==> config.mk <==
export PLATFORM = sky130hd
export DESIGN_NAME = replayQueue
export DESIGN_NICKNAME = d
export VERILOG_FILES = /design/src/hdl/replayPkg.sv /design/src/hdl/replayIssueReg.sv /design/src/hdl/replayLaneCheck.sv /design/src/hdl/replayQueue.sv /design/src/hdl/replayQueueStore.sv
export SDC_FILE = /design/constraint.sdc
export NUM_CORES = 1
export LEC_CHECK = 0
export ABC_AREA = 1
export ABC_CLOCK_PERIOD_IN_PS = 5750
export BUFFER_PORTS_ARGS = -buffer_cell sky130_fd_sc_hd__buf_2
export CAP_MARGIN = 20
export CELL_PAD_IN_SITES_DETAIL_PLACEMENT = 1
export CELL_PAD_IN_SITES_GLOBAL_PLACEMENT = 2
export CORE_MARGIN = 2
export CORE_UTILIZATION = 46
export CTS_BUF_LIST = sky130_fd_sc_hd__clkbuf_2 sky130_fd_sc_hd__clkbuf_4 sky130_fd_sc_hd__clkbuf_8
export DETAILED_ROUTE_END_ITERATION = 8
export PLACE_DENSITY = 0.81
export REMOVE_ABC_BUFFERS = 1
export SYNTH_ARGS = -nofsm -noshare
export SYNTH_HDL_FRONTEND = slang
export SYNTH_SLANG_ARGS = --single-unit
export TNS_END_PERCENT = 50
==> constraint.sdc <==
create_clock -name clk -period 5.75 [get_ports clk]
set_clock_uncertainty 0.05 [all_clocks]
set_input_delay 1.15 -clock clk [delete_from_list [all_inputs] [get_ports clk]]
set_output_delay 1.15 -clock clk [all_outputs]
set_load 0.02 [all_outputs]
==> src/hdl/replayPkg.sv <==
/*
 * Replay queue shared definitions
 * Op kind carried by each lane and default sizing of the queue
 */

package replayPkg;

    // Kind of op held in a replay lane
    typedef enum logic [1:0] {
        opInt   = 2'd0,
        opLoad  = 2'd1,
        opStore = 2'd2
    } replayOpType;

    // Lanes per queue entry
    localparam int defaultLaneNum = 2;
    // Queue depth in entries
    localparam int defaultEntryNum = 16;
    // Largest stored gap between two pushes
    localparam int defaultMaxInterval = 7;
    // Entries kept free once the upper stages are told to stall
    localparam int defaultStallMargin = 3;
    // Miss status holding registers in the load unit
    localparam int defaultMshrNum = 4;
    // Active list depth
    localparam int defaultActiveListNum = 32;

endpackage

==> src/hdl/replayIssueReg.sv <==
/*
 * Replay issue register
 * Decides the pop of the head entry, registers the surviving lanes
 * and the replay strobe, and raises the upper-stage stall
 */

module replayIssueReg #(
    parameter int LANE_NUM = 2,
    parameter int ENTRY_NUM = 16,
    parameter int STALL_MARGIN = 3,
    parameter int ACTIVE_LIST_NUM = 32
) (
    input  logic clk,
    input  logic rstN,
    input  logic headReady,
    input  logic [LANE_NUM-1:0] headValid,
    input  replayPkg::replayOpType [LANE_NUM-1:0] headOp,
    input  logic [LANE_NUM-1:0][$clog2(ACTIVE_LIST_NUM)-1:0] headAlPtr,
    input  logic [LANE_NUM-1:0][7:0] headTag,
    input  logic [LANE_NUM-1:0] laneFlushed,
    input  logic [LANE_NUM-1:0] laneBlocked,
    input  logic [$clog2(ENTRY_NUM+1)-1:0] count,
    output logic pop,
    output logic replay,
    output logic [LANE_NUM-1:0] repValid,
    output replayPkg::replayOpType [LANE_NUM-1:0] repOp,
    output logic [LANE_NUM-1:0][$clog2(ACTIVE_LIST_NUM)-1:0] repAlPtr,
    output logic [LANE_NUM-1:0][7:0] repTag,
    output logic stallUpper
);

    localparam int cntWidth = $clog2(ENTRY_NUM + 1);
    localparam int stallLevel = (ENTRY_NUM > STALL_MARGIN) ? ENTRY_NUM - STALL_MARGIN : 0;

    logic almostFull;

    // One waiting load holds the whole entry
    assign pop = headReady && !(|laneBlocked);

    // Control part of the output stage
    always_ff @(posedge clk) begin
        if (!rstN) begin
            replay <= 1'b0;
            repValid <= '0;
        end else begin
            replay <= pop;
            if (pop) begin
                repValid <= headValid & ~laneFlushed;
            end else begin
                repValid <= '0;
            end
        end
    end

    // Payload, only meaningful under repValid
    always_ff @(posedge clk) begin
        if (pop) begin
            repOp <= headOp;
            repAlPtr <= headAlPtr;
            repTag <= headTag;
        end
    end

    // Leaves room for ops still in flight once the stall takes effect
    assign almostFull = (count >= cntWidth'(stallLevel));

    assign stallUpper = replay || almostFull;

endmodule

==> src/hdl/replayLaneCheck.sv <==
/*
 * Head lane check
 * Flags a lane caught by a selective flush and a load still
 * waiting for its MSHR data
 */

module replayLaneCheck #(
    parameter int MSHR_NUM = 4,
    parameter int ACTIVE_LIST_NUM = 32
) (
    input  logic [$clog2(ACTIVE_LIST_NUM)-1:0] alPtr,
    input  replayPkg::replayOpType op,
    input  logic hasMshr,
    input  logic [$clog2(MSHR_NUM)-1:0] mshrId,
    input  logic valid,
    input  logic recValidRange,
    input  logic [$clog2(ACTIVE_LIST_NUM)-1:0] recHead,
    input  logic [$clog2(ACTIVE_LIST_NUM)-1:0] recTail,
    input  logic recAll,
    input  logic flushStart,
    input  logic [$clog2(ACTIVE_LIST_NUM)-1:0] flushHead,
    input  logic [$clog2(ACTIVE_LIST_NUM)-1:0] flushTail,
    input  logic flushAll,
    input  logic [MSHR_NUM-1:0] mshrValid,
    input  logic [MSHR_NUM-1:0] mshrDataReady,
    output logic flushed,
    output logic blocked
);
    import replayPkg::*;

    localparam int alWidth = $clog2(ACTIVE_LIST_NUM);

    logic waitData;

    // Walks forward from head, tail itself excluded
    function automatic logic inRange(
        input logic [alWidth-1:0] ptr,
        input logic [alWidth-1:0] head,
        input logic [alWidth-1:0] tail,
        input logic all
    );
        logic hit;
        if (all) begin
            hit = 1'b1;
        end else if (head <= tail) begin
            hit = (ptr >= head) && (ptr < tail);
        end else begin
            hit = (ptr >= head) || (ptr < tail);
        end
        return hit;
    endfunction

    // Recorded range lags recovery by a cycle, so the arriving one is checked too
    assign flushed = (recValidRange && inRange(alPtr, recHead, recTail, recAll))
                  || (flushStart && inRange(alPtr, flushHead, flushTail, flushAll));

    assign waitData = mshrValid[mshrId] && !mshrDataReady[mshrId];

    // A flushed load must not wait on an MSHR that may never fill
    assign blocked = valid && !flushed && (op == opLoad) && hasMshr && waitData;

endmodule

==> src/hdl/replayQueue.sv <==
/*
 * Scheduler replay queue
 * Records ops to be re-issued and replays them in order with the
 * original spacing, dropping selectively flushed lanes
 */

module replayQueue #(
    parameter int LANE_NUM = replayPkg::defaultLaneNum,
    parameter int ENTRY_NUM = replayPkg::defaultEntryNum,
    parameter int MAX_INTERVAL = replayPkg::defaultMaxInterval,
    parameter int STALL_MARGIN = replayPkg::defaultStallMargin,
    parameter int MSHR_NUM = replayPkg::defaultMshrNum,
    parameter int ACTIVE_LIST_NUM = replayPkg::defaultActiveListNum
) (
    input  logic clk,
    input  logic rstN,
    input  logic [LANE_NUM-1:0] recValid,
    input  replayPkg::replayOpType [LANE_NUM-1:0] recOp,
    input  logic [LANE_NUM-1:0][$clog2(ACTIVE_LIST_NUM)-1:0] recAlPtr,
    input  logic [LANE_NUM-1:0] recHasMshr,
    input  logic [LANE_NUM-1:0][$clog2(MSHR_NUM)-1:0] recMshrId,
    input  logic [LANE_NUM-1:0][7:0] recTag,
    input  logic flushStart,
    input  logic [$clog2(ACTIVE_LIST_NUM)-1:0] flushHead,
    input  logic [$clog2(ACTIVE_LIST_NUM)-1:0] flushTail,
    input  logic flushAll,
    input  logic [MSHR_NUM-1:0] mshrValid,
    input  logic [MSHR_NUM-1:0] mshrDataReady,
    output logic replay,
    output logic [LANE_NUM-1:0] repValid,
    output replayPkg::replayOpType [LANE_NUM-1:0] repOp,
    output logic [LANE_NUM-1:0][$clog2(ACTIVE_LIST_NUM)-1:0] repAlPtr,
    output logic [LANE_NUM-1:0][7:0] repTag,
    output logic stallUpper,
    output logic flushedOpExist
);
    import replayPkg::*;

    localparam int alWidth = $clog2(ACTIVE_LIST_NUM);
    localparam int mshrWidth = $clog2(MSHR_NUM);
    localparam int cntWidth = $clog2(ENTRY_NUM + 1);

    logic headReady;
    logic [LANE_NUM-1:0] headValid;
    replayOpType [LANE_NUM-1:0] headOp;
    logic [LANE_NUM-1:0][alWidth-1:0] headAlPtr;
    logic [LANE_NUM-1:0] headHasMshr;
    logic [LANE_NUM-1:0][mshrWidth-1:0] headMshrId;
    logic [LANE_NUM-1:0][7:0] headTag;
    logic [cntWidth-1:0] count;
    logic recValidRange;
    logic [alWidth-1:0] recHead;
    logic [alWidth-1:0] recTail;
    logic recAll;
    logic [LANE_NUM-1:0] laneFlushed;
    logic [LANE_NUM-1:0] laneBlocked;
    logic pop;

    replayQueueStore #(
        .LANE_NUM(LANE_NUM),
        .ENTRY_NUM(ENTRY_NUM),
        .MAX_INTERVAL(MAX_INTERVAL),
        .MSHR_NUM(MSHR_NUM),
        .ACTIVE_LIST_NUM(ACTIVE_LIST_NUM)
    ) replayQueueStore_i (
        .clk(clk), .rstN(rstN),
        .recValid(recValid), .recOp(recOp), .recAlPtr(recAlPtr),
        .recHasMshr(recHasMshr), .recMshrId(recMshrId), .recTag(recTag),
        .pop(pop), .replay(replay),
        .flushStart(flushStart), .flushHead(flushHead),
        .flushTail(flushTail), .flushAll(flushAll),
        .headReady(headReady), .headValid(headValid), .headOp(headOp),
        .headAlPtr(headAlPtr), .headHasMshr(headHasMshr),
        .headMshrId(headMshrId), .headTag(headTag), .count(count),
        .recValidRange(recValidRange), .recHead(recHead),
        .recTail(recTail), .recAll(recAll)
    );

    // One check per head lane
    for (genvar i = 0; i < LANE_NUM; i++) begin : laneGen
        replayLaneCheck #(
            .MSHR_NUM(MSHR_NUM),
            .ACTIVE_LIST_NUM(ACTIVE_LIST_NUM)
        ) replayLaneCheck_i (
            .alPtr(headAlPtr[i]), .op(headOp[i]), .hasMshr(headHasMshr[i]),
            .mshrId(headMshrId[i]), .valid(headValid[i]),
            .recValidRange(recValidRange), .recHead(recHead),
            .recTail(recTail), .recAll(recAll),
            .flushStart(flushStart), .flushHead(flushHead),
            .flushTail(flushTail), .flushAll(flushAll),
            .mshrValid(mshrValid), .mshrDataReady(mshrDataReady),
            .flushed(laneFlushed[i]), .blocked(laneBlocked[i])
        );
    end

    replayIssueReg #(
        .LANE_NUM(LANE_NUM),
        .ENTRY_NUM(ENTRY_NUM),
        .STALL_MARGIN(STALL_MARGIN),
        .ACTIVE_LIST_NUM(ACTIVE_LIST_NUM)
    ) replayIssueReg_i (
        .clk(clk), .rstN(rstN),
        .headReady(headReady), .headValid(headValid), .headOp(headOp),
        .headAlPtr(headAlPtr), .headTag(headTag),
        .laneFlushed(laneFlushed), .laneBlocked(laneBlocked), .count(count),
        .pop(pop), .replay(replay), .repValid(repValid), .repOp(repOp),
        .repAlPtr(repAlPtr), .repTag(repTag), .stallUpper(stallUpper)
    );

    assign flushedOpExist = recValidRange;

endmodule

==> src/hdl/replayQueueStore.sv <==
/*
 * Replay queue storage
 * Circular entry array with head/tail pointers and entry count,
 * push/pop interval counters and the recorded selective-flush range
 */

module replayQueueStore #(
    parameter int LANE_NUM = 2,
    parameter int ENTRY_NUM = 16,
    parameter int MAX_INTERVAL = 7,
    parameter int MSHR_NUM = 4,
    parameter int ACTIVE_LIST_NUM = 32
) (
    input  logic clk,
    input  logic rstN,
    input  logic [LANE_NUM-1:0] recValid,
    input  replayPkg::replayOpType [LANE_NUM-1:0] recOp,
    input  logic [LANE_NUM-1:0][$clog2(ACTIVE_LIST_NUM)-1:0] recAlPtr,
    input  logic [LANE_NUM-1:0] recHasMshr,
    input  logic [LANE_NUM-1:0][$clog2(MSHR_NUM)-1:0] recMshrId,
    input  logic [LANE_NUM-1:0][7:0] recTag,
    input  logic pop,
    input  logic replay,
    input  logic flushStart,
    input  logic [$clog2(ACTIVE_LIST_NUM)-1:0] flushHead,
    input  logic [$clog2(ACTIVE_LIST_NUM)-1:0] flushTail,
    input  logic flushAll,
    output logic headReady,
    output logic [LANE_NUM-1:0] headValid,
    output replayPkg::replayOpType [LANE_NUM-1:0] headOp,
    output logic [LANE_NUM-1:0][$clog2(ACTIVE_LIST_NUM)-1:0] headAlPtr,
    output logic [LANE_NUM-1:0] headHasMshr,
    output logic [LANE_NUM-1:0][$clog2(MSHR_NUM)-1:0] headMshrId,
    output logic [LANE_NUM-1:0][7:0] headTag,
    output logic [$clog2(ENTRY_NUM+1)-1:0] count,
    output logic recValidRange,
    output logic [$clog2(ACTIVE_LIST_NUM)-1:0] recHead,
    output logic [$clog2(ACTIVE_LIST_NUM)-1:0] recTail,
    output logic recAll
);
    import replayPkg::*;

    localparam int alWidth = $clog2(ACTIVE_LIST_NUM);
    localparam int mshrWidth = $clog2(MSHR_NUM);
    localparam int cntWidth = $clog2(ENTRY_NUM + 1);
    localparam int ptrWidth = (ENTRY_NUM > 1) ? $clog2(ENTRY_NUM) : 1;
    localparam int intWidth = $clog2(MAX_INTERVAL + 1);

    // Entry array, one row per push
    logic [LANE_NUM-1:0] validMem [ENTRY_NUM];
    replayOpType [LANE_NUM-1:0] opMem [ENTRY_NUM];
    logic [LANE_NUM-1:0][alWidth-1:0] alPtrMem [ENTRY_NUM];
    logic [LANE_NUM-1:0] hasMshrMem [ENTRY_NUM];
    logic [LANE_NUM-1:0][mshrWidth-1:0] mshrIdMem [ENTRY_NUM];
    logic [LANE_NUM-1:0][7:0] tagMem [ENTRY_NUM];
    logic [intWidth-1:0] intervalMem [ENTRY_NUM];

    logic [ptrWidth-1:0] headPtr;
    logic [ptrWidth-1:0] tailPtr;
    logic push;
    logic empty;
    logic full;

    logic [intWidth-1:0] sincePush;
    logic [intWidth-1:0] sincePop;
    logic [intWidth-1:0] pushInterval;
    logic pushSeen;
    logic [cntWidth-1:0] recCount;

    function automatic logic [ptrWidth-1:0] advance(input logic [ptrWidth-1:0] ptr);
        if (ptr == ptrWidth'(ENTRY_NUM - 1)) begin
            return '0;
        end
        return ptr + 1'b1;
    endfunction

    assign empty = (count == '0);
    assign full = (count == cntWidth'(ENTRY_NUM));
    assign push = (|recValid) && !full;

    // First push after reset has no predecessor
    assign pushInterval = pushSeen ? sincePush : '0;

    always_ff @(posedge clk) begin
        if (push) begin
            validMem[tailPtr] <= recValid;
            opMem[tailPtr] <= recOp;
            alPtrMem[tailPtr] <= recAlPtr;
            hasMshrMem[tailPtr] <= recHasMshr;
            mshrIdMem[tailPtr] <= recMshrId;
            tagMem[tailPtr] <= recTag;
            intervalMem[tailPtr] <= pushInterval;
        end
    end

    // Combinational read of the head entry
    assign headValid = validMem[headPtr];
    assign headOp = opMem[headPtr];
    assign headAlPtr = alPtrMem[headPtr];
    assign headHasMshr = hasMshrMem[headPtr];
    assign headMshrId = mshrIdMem[headPtr];
    assign headTag = tagMem[headPtr];

    assign headReady = !empty && (sincePop >= intervalMem[headPtr]);

    always_ff @(posedge clk) begin
        if (!rstN) begin
            headPtr <= '0;
            tailPtr <= '0;
            count <= '0;
        end else begin
            if (push) begin
                tailPtr <= advance(tailPtr);
            end
            if (pop) begin
                headPtr <= advance(headPtr);
            end
            case ({push, pop})
                2'b10: count <= count + 1'b1;
                2'b01: count <= count - 1'b1;
                default: count <= count;
            endcase
        end
    end

    // Saturating gap counters, restart at one on each event
    always_ff @(posedge clk) begin
        if (!rstN) begin
            sincePush <= '0;
            sincePop <= '0;
            pushSeen <= 1'b0;
        end else begin
            if (push) begin
                sincePush <= intWidth'(1);
                pushSeen <= 1'b1;
            end else if (sincePush < intWidth'(MAX_INTERVAL)) begin
                sincePush <= sincePush + 1'b1;
            end
            if (pop) begin
                sincePop <= intWidth'(1);
            end else if (sincePop < intWidth'(MAX_INTERVAL)) begin
                sincePop <= sincePop + 1'b1;
            end
        end
    end

    // Range of the last recovery, live until every entry present then has replayed
    always_ff @(posedge clk) begin
        if (!rstN) begin
            recCount <= '0;
        end else if (flushStart) begin
            recCount <= count;
        end else if (replay && recCount != '0) begin
            recCount <= recCount - 1'b1;
        end
    end

    always_ff @(posedge clk) begin
        if (flushStart) begin
            recHead <= flushHead;
            recTail <= flushTail;
            recAll <= flushAll;
        end
    end

    assign recValidRange = (recCount != '0);

endmodule

==> results.json <==
{
  "numCtsBuffers": 121,
  "final_cells": 3405,
  "gp_congestion": 0.795,
  "ys_async_sr_fraction_pct": 0,
  "syn_inst": 2320,
  "routed_wl_um": 81900,
  "fmax_mhz": 187,
  "clockRootBuffer": "clkbuf_8",
  "slowest_stage": "buf_12",
  "synthesis.area_mm2": 0.0298,
  "synth_edf_count": 697,
  "die_height_um": 259,
  "cts_htree_levels": 3,
  "grt_start_max_net_pins": 160,
  "leakage_nw": 11.8,
  "rows": 93,
  "rsz0062_at_grt": "false",
  "ir_drop_mv": 0.316,
  "start_util_pct": 46.4,
  "yosys_warnings": 0,
  "area_delta_synth_final_pct": 12.7,
  "hold_buffers": 0,
  "worstPathMaxFanout": 159,
  "ys_seq_area_share_pct": 72.3,
  "cts_tree": "done",
  "vias": 19500,
  "ant_nets": 0,
  "slowest_delay_ns": 0.53,
  "postCtsSetupRepairBufs": 0,
  "die_x_um": 259,
  "grt_overflow": 0,
  "power.density_mw_per_mm2": 440,
  "post-dp-hpwl_um": 45100,
  "grt_pass1_vias": 20914,
  "period_minus_slack_ns": 5.34,
  "period_share_pct": 92.9,
  "port_buffers": 94,
  "antenna_found_initial": 5,
  "critPathCaptureType": "flop",
  "post_cts_resized": 0,
  "arrival_ns": 5.90,
  "drive_gt1_share_pct": 14.2,
  "drc": 0,
  "wl_per_cell_um": 24.0,
  "n_fill_cell": 6544,
  "grt_first_pass_wirelength_um": 125000,
  "ys_seq_elements": 729,
  "relSlewSlack_pct": 27.2,
  "dieArea_mm2": 0.0669,
  "finalSetupViolations": 0,
  "ff_latch_area_mm2": 0.0216,
  "start_kind": "flop",
  "holdPathStages": 2,
  "final_cell_mix": "697 x edfxtp_1, 334 x nor2_1, 273 x nand2_1, 204 x o21ai_0, 170 x nand3_1",
  "critPathKind": "flop to flop",
  "hold_viol": 0,
  "ys_types": 46,
  "cap_violations": 0,
  "cpMostUsedCell": "nand2_1",
  "reg2reg_depth": 28,
  "path_clk_slew_ns": 0.06,
  "placeableCoreArea_mm2": 0.0642,
  "drv_slew": 0,
  "worstPathRequired_ns": 6.31,
  "drt-pass1-iter-count": 5,
  "detailedRoute.firstIterationViolations": 1480,
  "vias_per_cell": 5.73,
  "nNetsFinal": 2572,
  "clkSinkCount": 729,
  "ys.flop_type": "edfxtp_1",
  "outcome": "finished, final reports clean",
  "hp-class": "flop to flop",
  "multi_input_area_mm2": 0.00735,
  "clock_path_buffers": 3,
  "avgSynthCellArea_um2": 12.9,
  "placed_cells": 3182,
  "final_common_cell": "edfxtp_1",
  "grt_usage_pct": 24.7,
  "setup_tns_ns": 0,
  "insertion_delay_ns": 0.75,
  "ios": 95,
  "worstMarginPinSlew_ns": 1.09
}
## registers in the layout (all words and copies together), names as in the netlist, 10 cells and up, named ones only
signal,count
replayQueueStore_i.intervalMem,48
replayQueueStore_i.mshrIdMem,64
replayIssueReg_i.repTag,16
replayQueueStore_i.tagMem,256
replayQueueStore_i.opMem,64
replayQueueStore_i.hasMshrMem,32
replayIssueReg_i.repAlPtr,10
replayQueueStore_i.alPtrMem,160
replayQueueStore_i.validMem,32
## cells by family after synthesis
| family | after synthesis | share of synthesized area, % |
|---|---|---|
| compound gates | 435 | 9.10 |
| flops | 729 | 72.3 |
| xor+xnor | 7 | 0.206 |
| fa+ha+maj | 62 | 2.63 |
| mux | 27 | 0.906 |
| buf+inv | 237 | 3.44 |
| simple gates | 823 | 11.4 |
## stage by stage
step | hold slack [ns] | power [mW] | utilization (%) | instance area [µm²] | setup slack [ns]
3_3_place_gp | 0.394 | 10.3 | 48.6 | 31200 | 0.569
5_1_grt | 0.445 | 15.6 | 52.3 | 33600 | 0.0365
6_report | 0.435 | 14.8 | 52.3 | 33600 | 0.409
2_1_floorplan | 0.382 | 9.02 | - | 29200 | -3.75
4_1_cts | 0.441 | 14.9 | 52.3 | 33600 | 0.436
3_5_place_dp | 0.430 | 10.5 | 48.6 | 31200 | 0.451
## cells in the mapped netlist (2+ instances only)
| cell | n | share of area [%] |
|---|---|---|
| buf_2 | 31 | 0.52 |
| buf_6 | 10 | 0.38 |
| o221ai_1 | 68 | 2.0 |
| o21ai_0 | 204 | 3.4 |
| nor3_1 | 10 | 0.17 |
| clkbuf_1 | 80 | 1.0 |
| o211ai_1 | 32 | 0.81 |
| nand3_1 | 170 | 2.9 |
| xnor2_1 | 4 | 0.12 |
| a21oi_1 | 42 | 0.70 |
| nand2_1 | 273 | 3.4 |
| nor2_2 | 2 | 0.042 |
| edfxtp_1 | 697 | 70 |
| inv_2 | 3 | 0.038 |
| nor2_1 | 350 | 4.4 |
| xor2_1 | 3 | 0.088 |
| nand4_2 | 2 | 0.084 |
| o22ai_1 | 14 | 0.29 |
| clkinv_1 | 3 | 0.038 |
| a31oi_1 | 2 | 0.042 |
| buf_1 | 4 | 0.050 |
| ha_1 | 61 | 2.6 |
| o21ai_1 | 20 | 0.34 |
| a21o_1 | 2 | 0.050 |
| buf_4 | 5 | 0.13 |
| dfxtp_1 | 32 | 2.1 |
| mux2i_1 | 27 | 0.91 |
| nand4_1 | 9 | 0.19 |
| inv_1 | 99 | 1.2 |
| o32ai_1 | 37 | 1.1 |
| o21bai_1 | 3 | 0.076 |
| a211oi_1 | 5 | 0.13 |
| a21oi_2 | 2 | 0.059 |
| or2_2 | 2 | 0.042 |
## worst max-delay path: cells and delay by family, from the launching register on
kind / cells / cell delay (ns)
buf+inv: 4 / 0.70
fa+ha+maj: 3 / 1.03
flops: 1 / 0.37
compound gates: 9 / 1.25
simple gates: 12 / 1.83
## final timing paths
path,end,start,slack (ns)
worst max-delay path,replayQueueStore_i.count[4]$_SDFFE_PN0P_,flop,0.41
worst min-delay path,replayQueueStore_i.recCount[4]$_SDFFE_PN0P_,replayQueueStore_i.recCount[4]$_SDFFE_PN0P_,0.43
worst max register to register,replayQueueStore_i.count[4]$_SDFFE_PN0P_,flop,0.41
worst min register to register,replayQueueStore_i.recCount[4]$_SDFFE_PN0P_,replayQueueStore_i.recCount[4]$_SDFFE_PN0P_,0.43
## area by class of cell
class / instances / share of cell area (%)
Sequential cell: 729 / 64.2
Multi-Input combinational cell: 1354 / 21.9
Clock buffer: 162 / 5.89
Tap cell: 855 / 3.18
Timing Repair Buffer: 138 / 2.46
Inverter: 106 / 1.20
Clock inverter: 59 / 1.14
Antenna cell: 2 / 0.0149
## routing by layer
metal / vias up / global-route usage (%) / wire [µm]
met5: - / 0 / 38
met4: 6 / 8.54 / 2260
met3: 147 / 3.80 / 3900
met2: 531 / 42.5 / 41000
met1: 10007 / 32.0 / 34700
li1: 8809 / - / -
## power breakdown
group          total [mW]  leakage (nW)  switching, mW  internal, mW
clock network        4.47          1.25           2.09          2.38
logic                3.74          3.94           2.65          1.09
registers            6.57          6.64          0.219          6.36
Power figures use the tool's default switching activity.
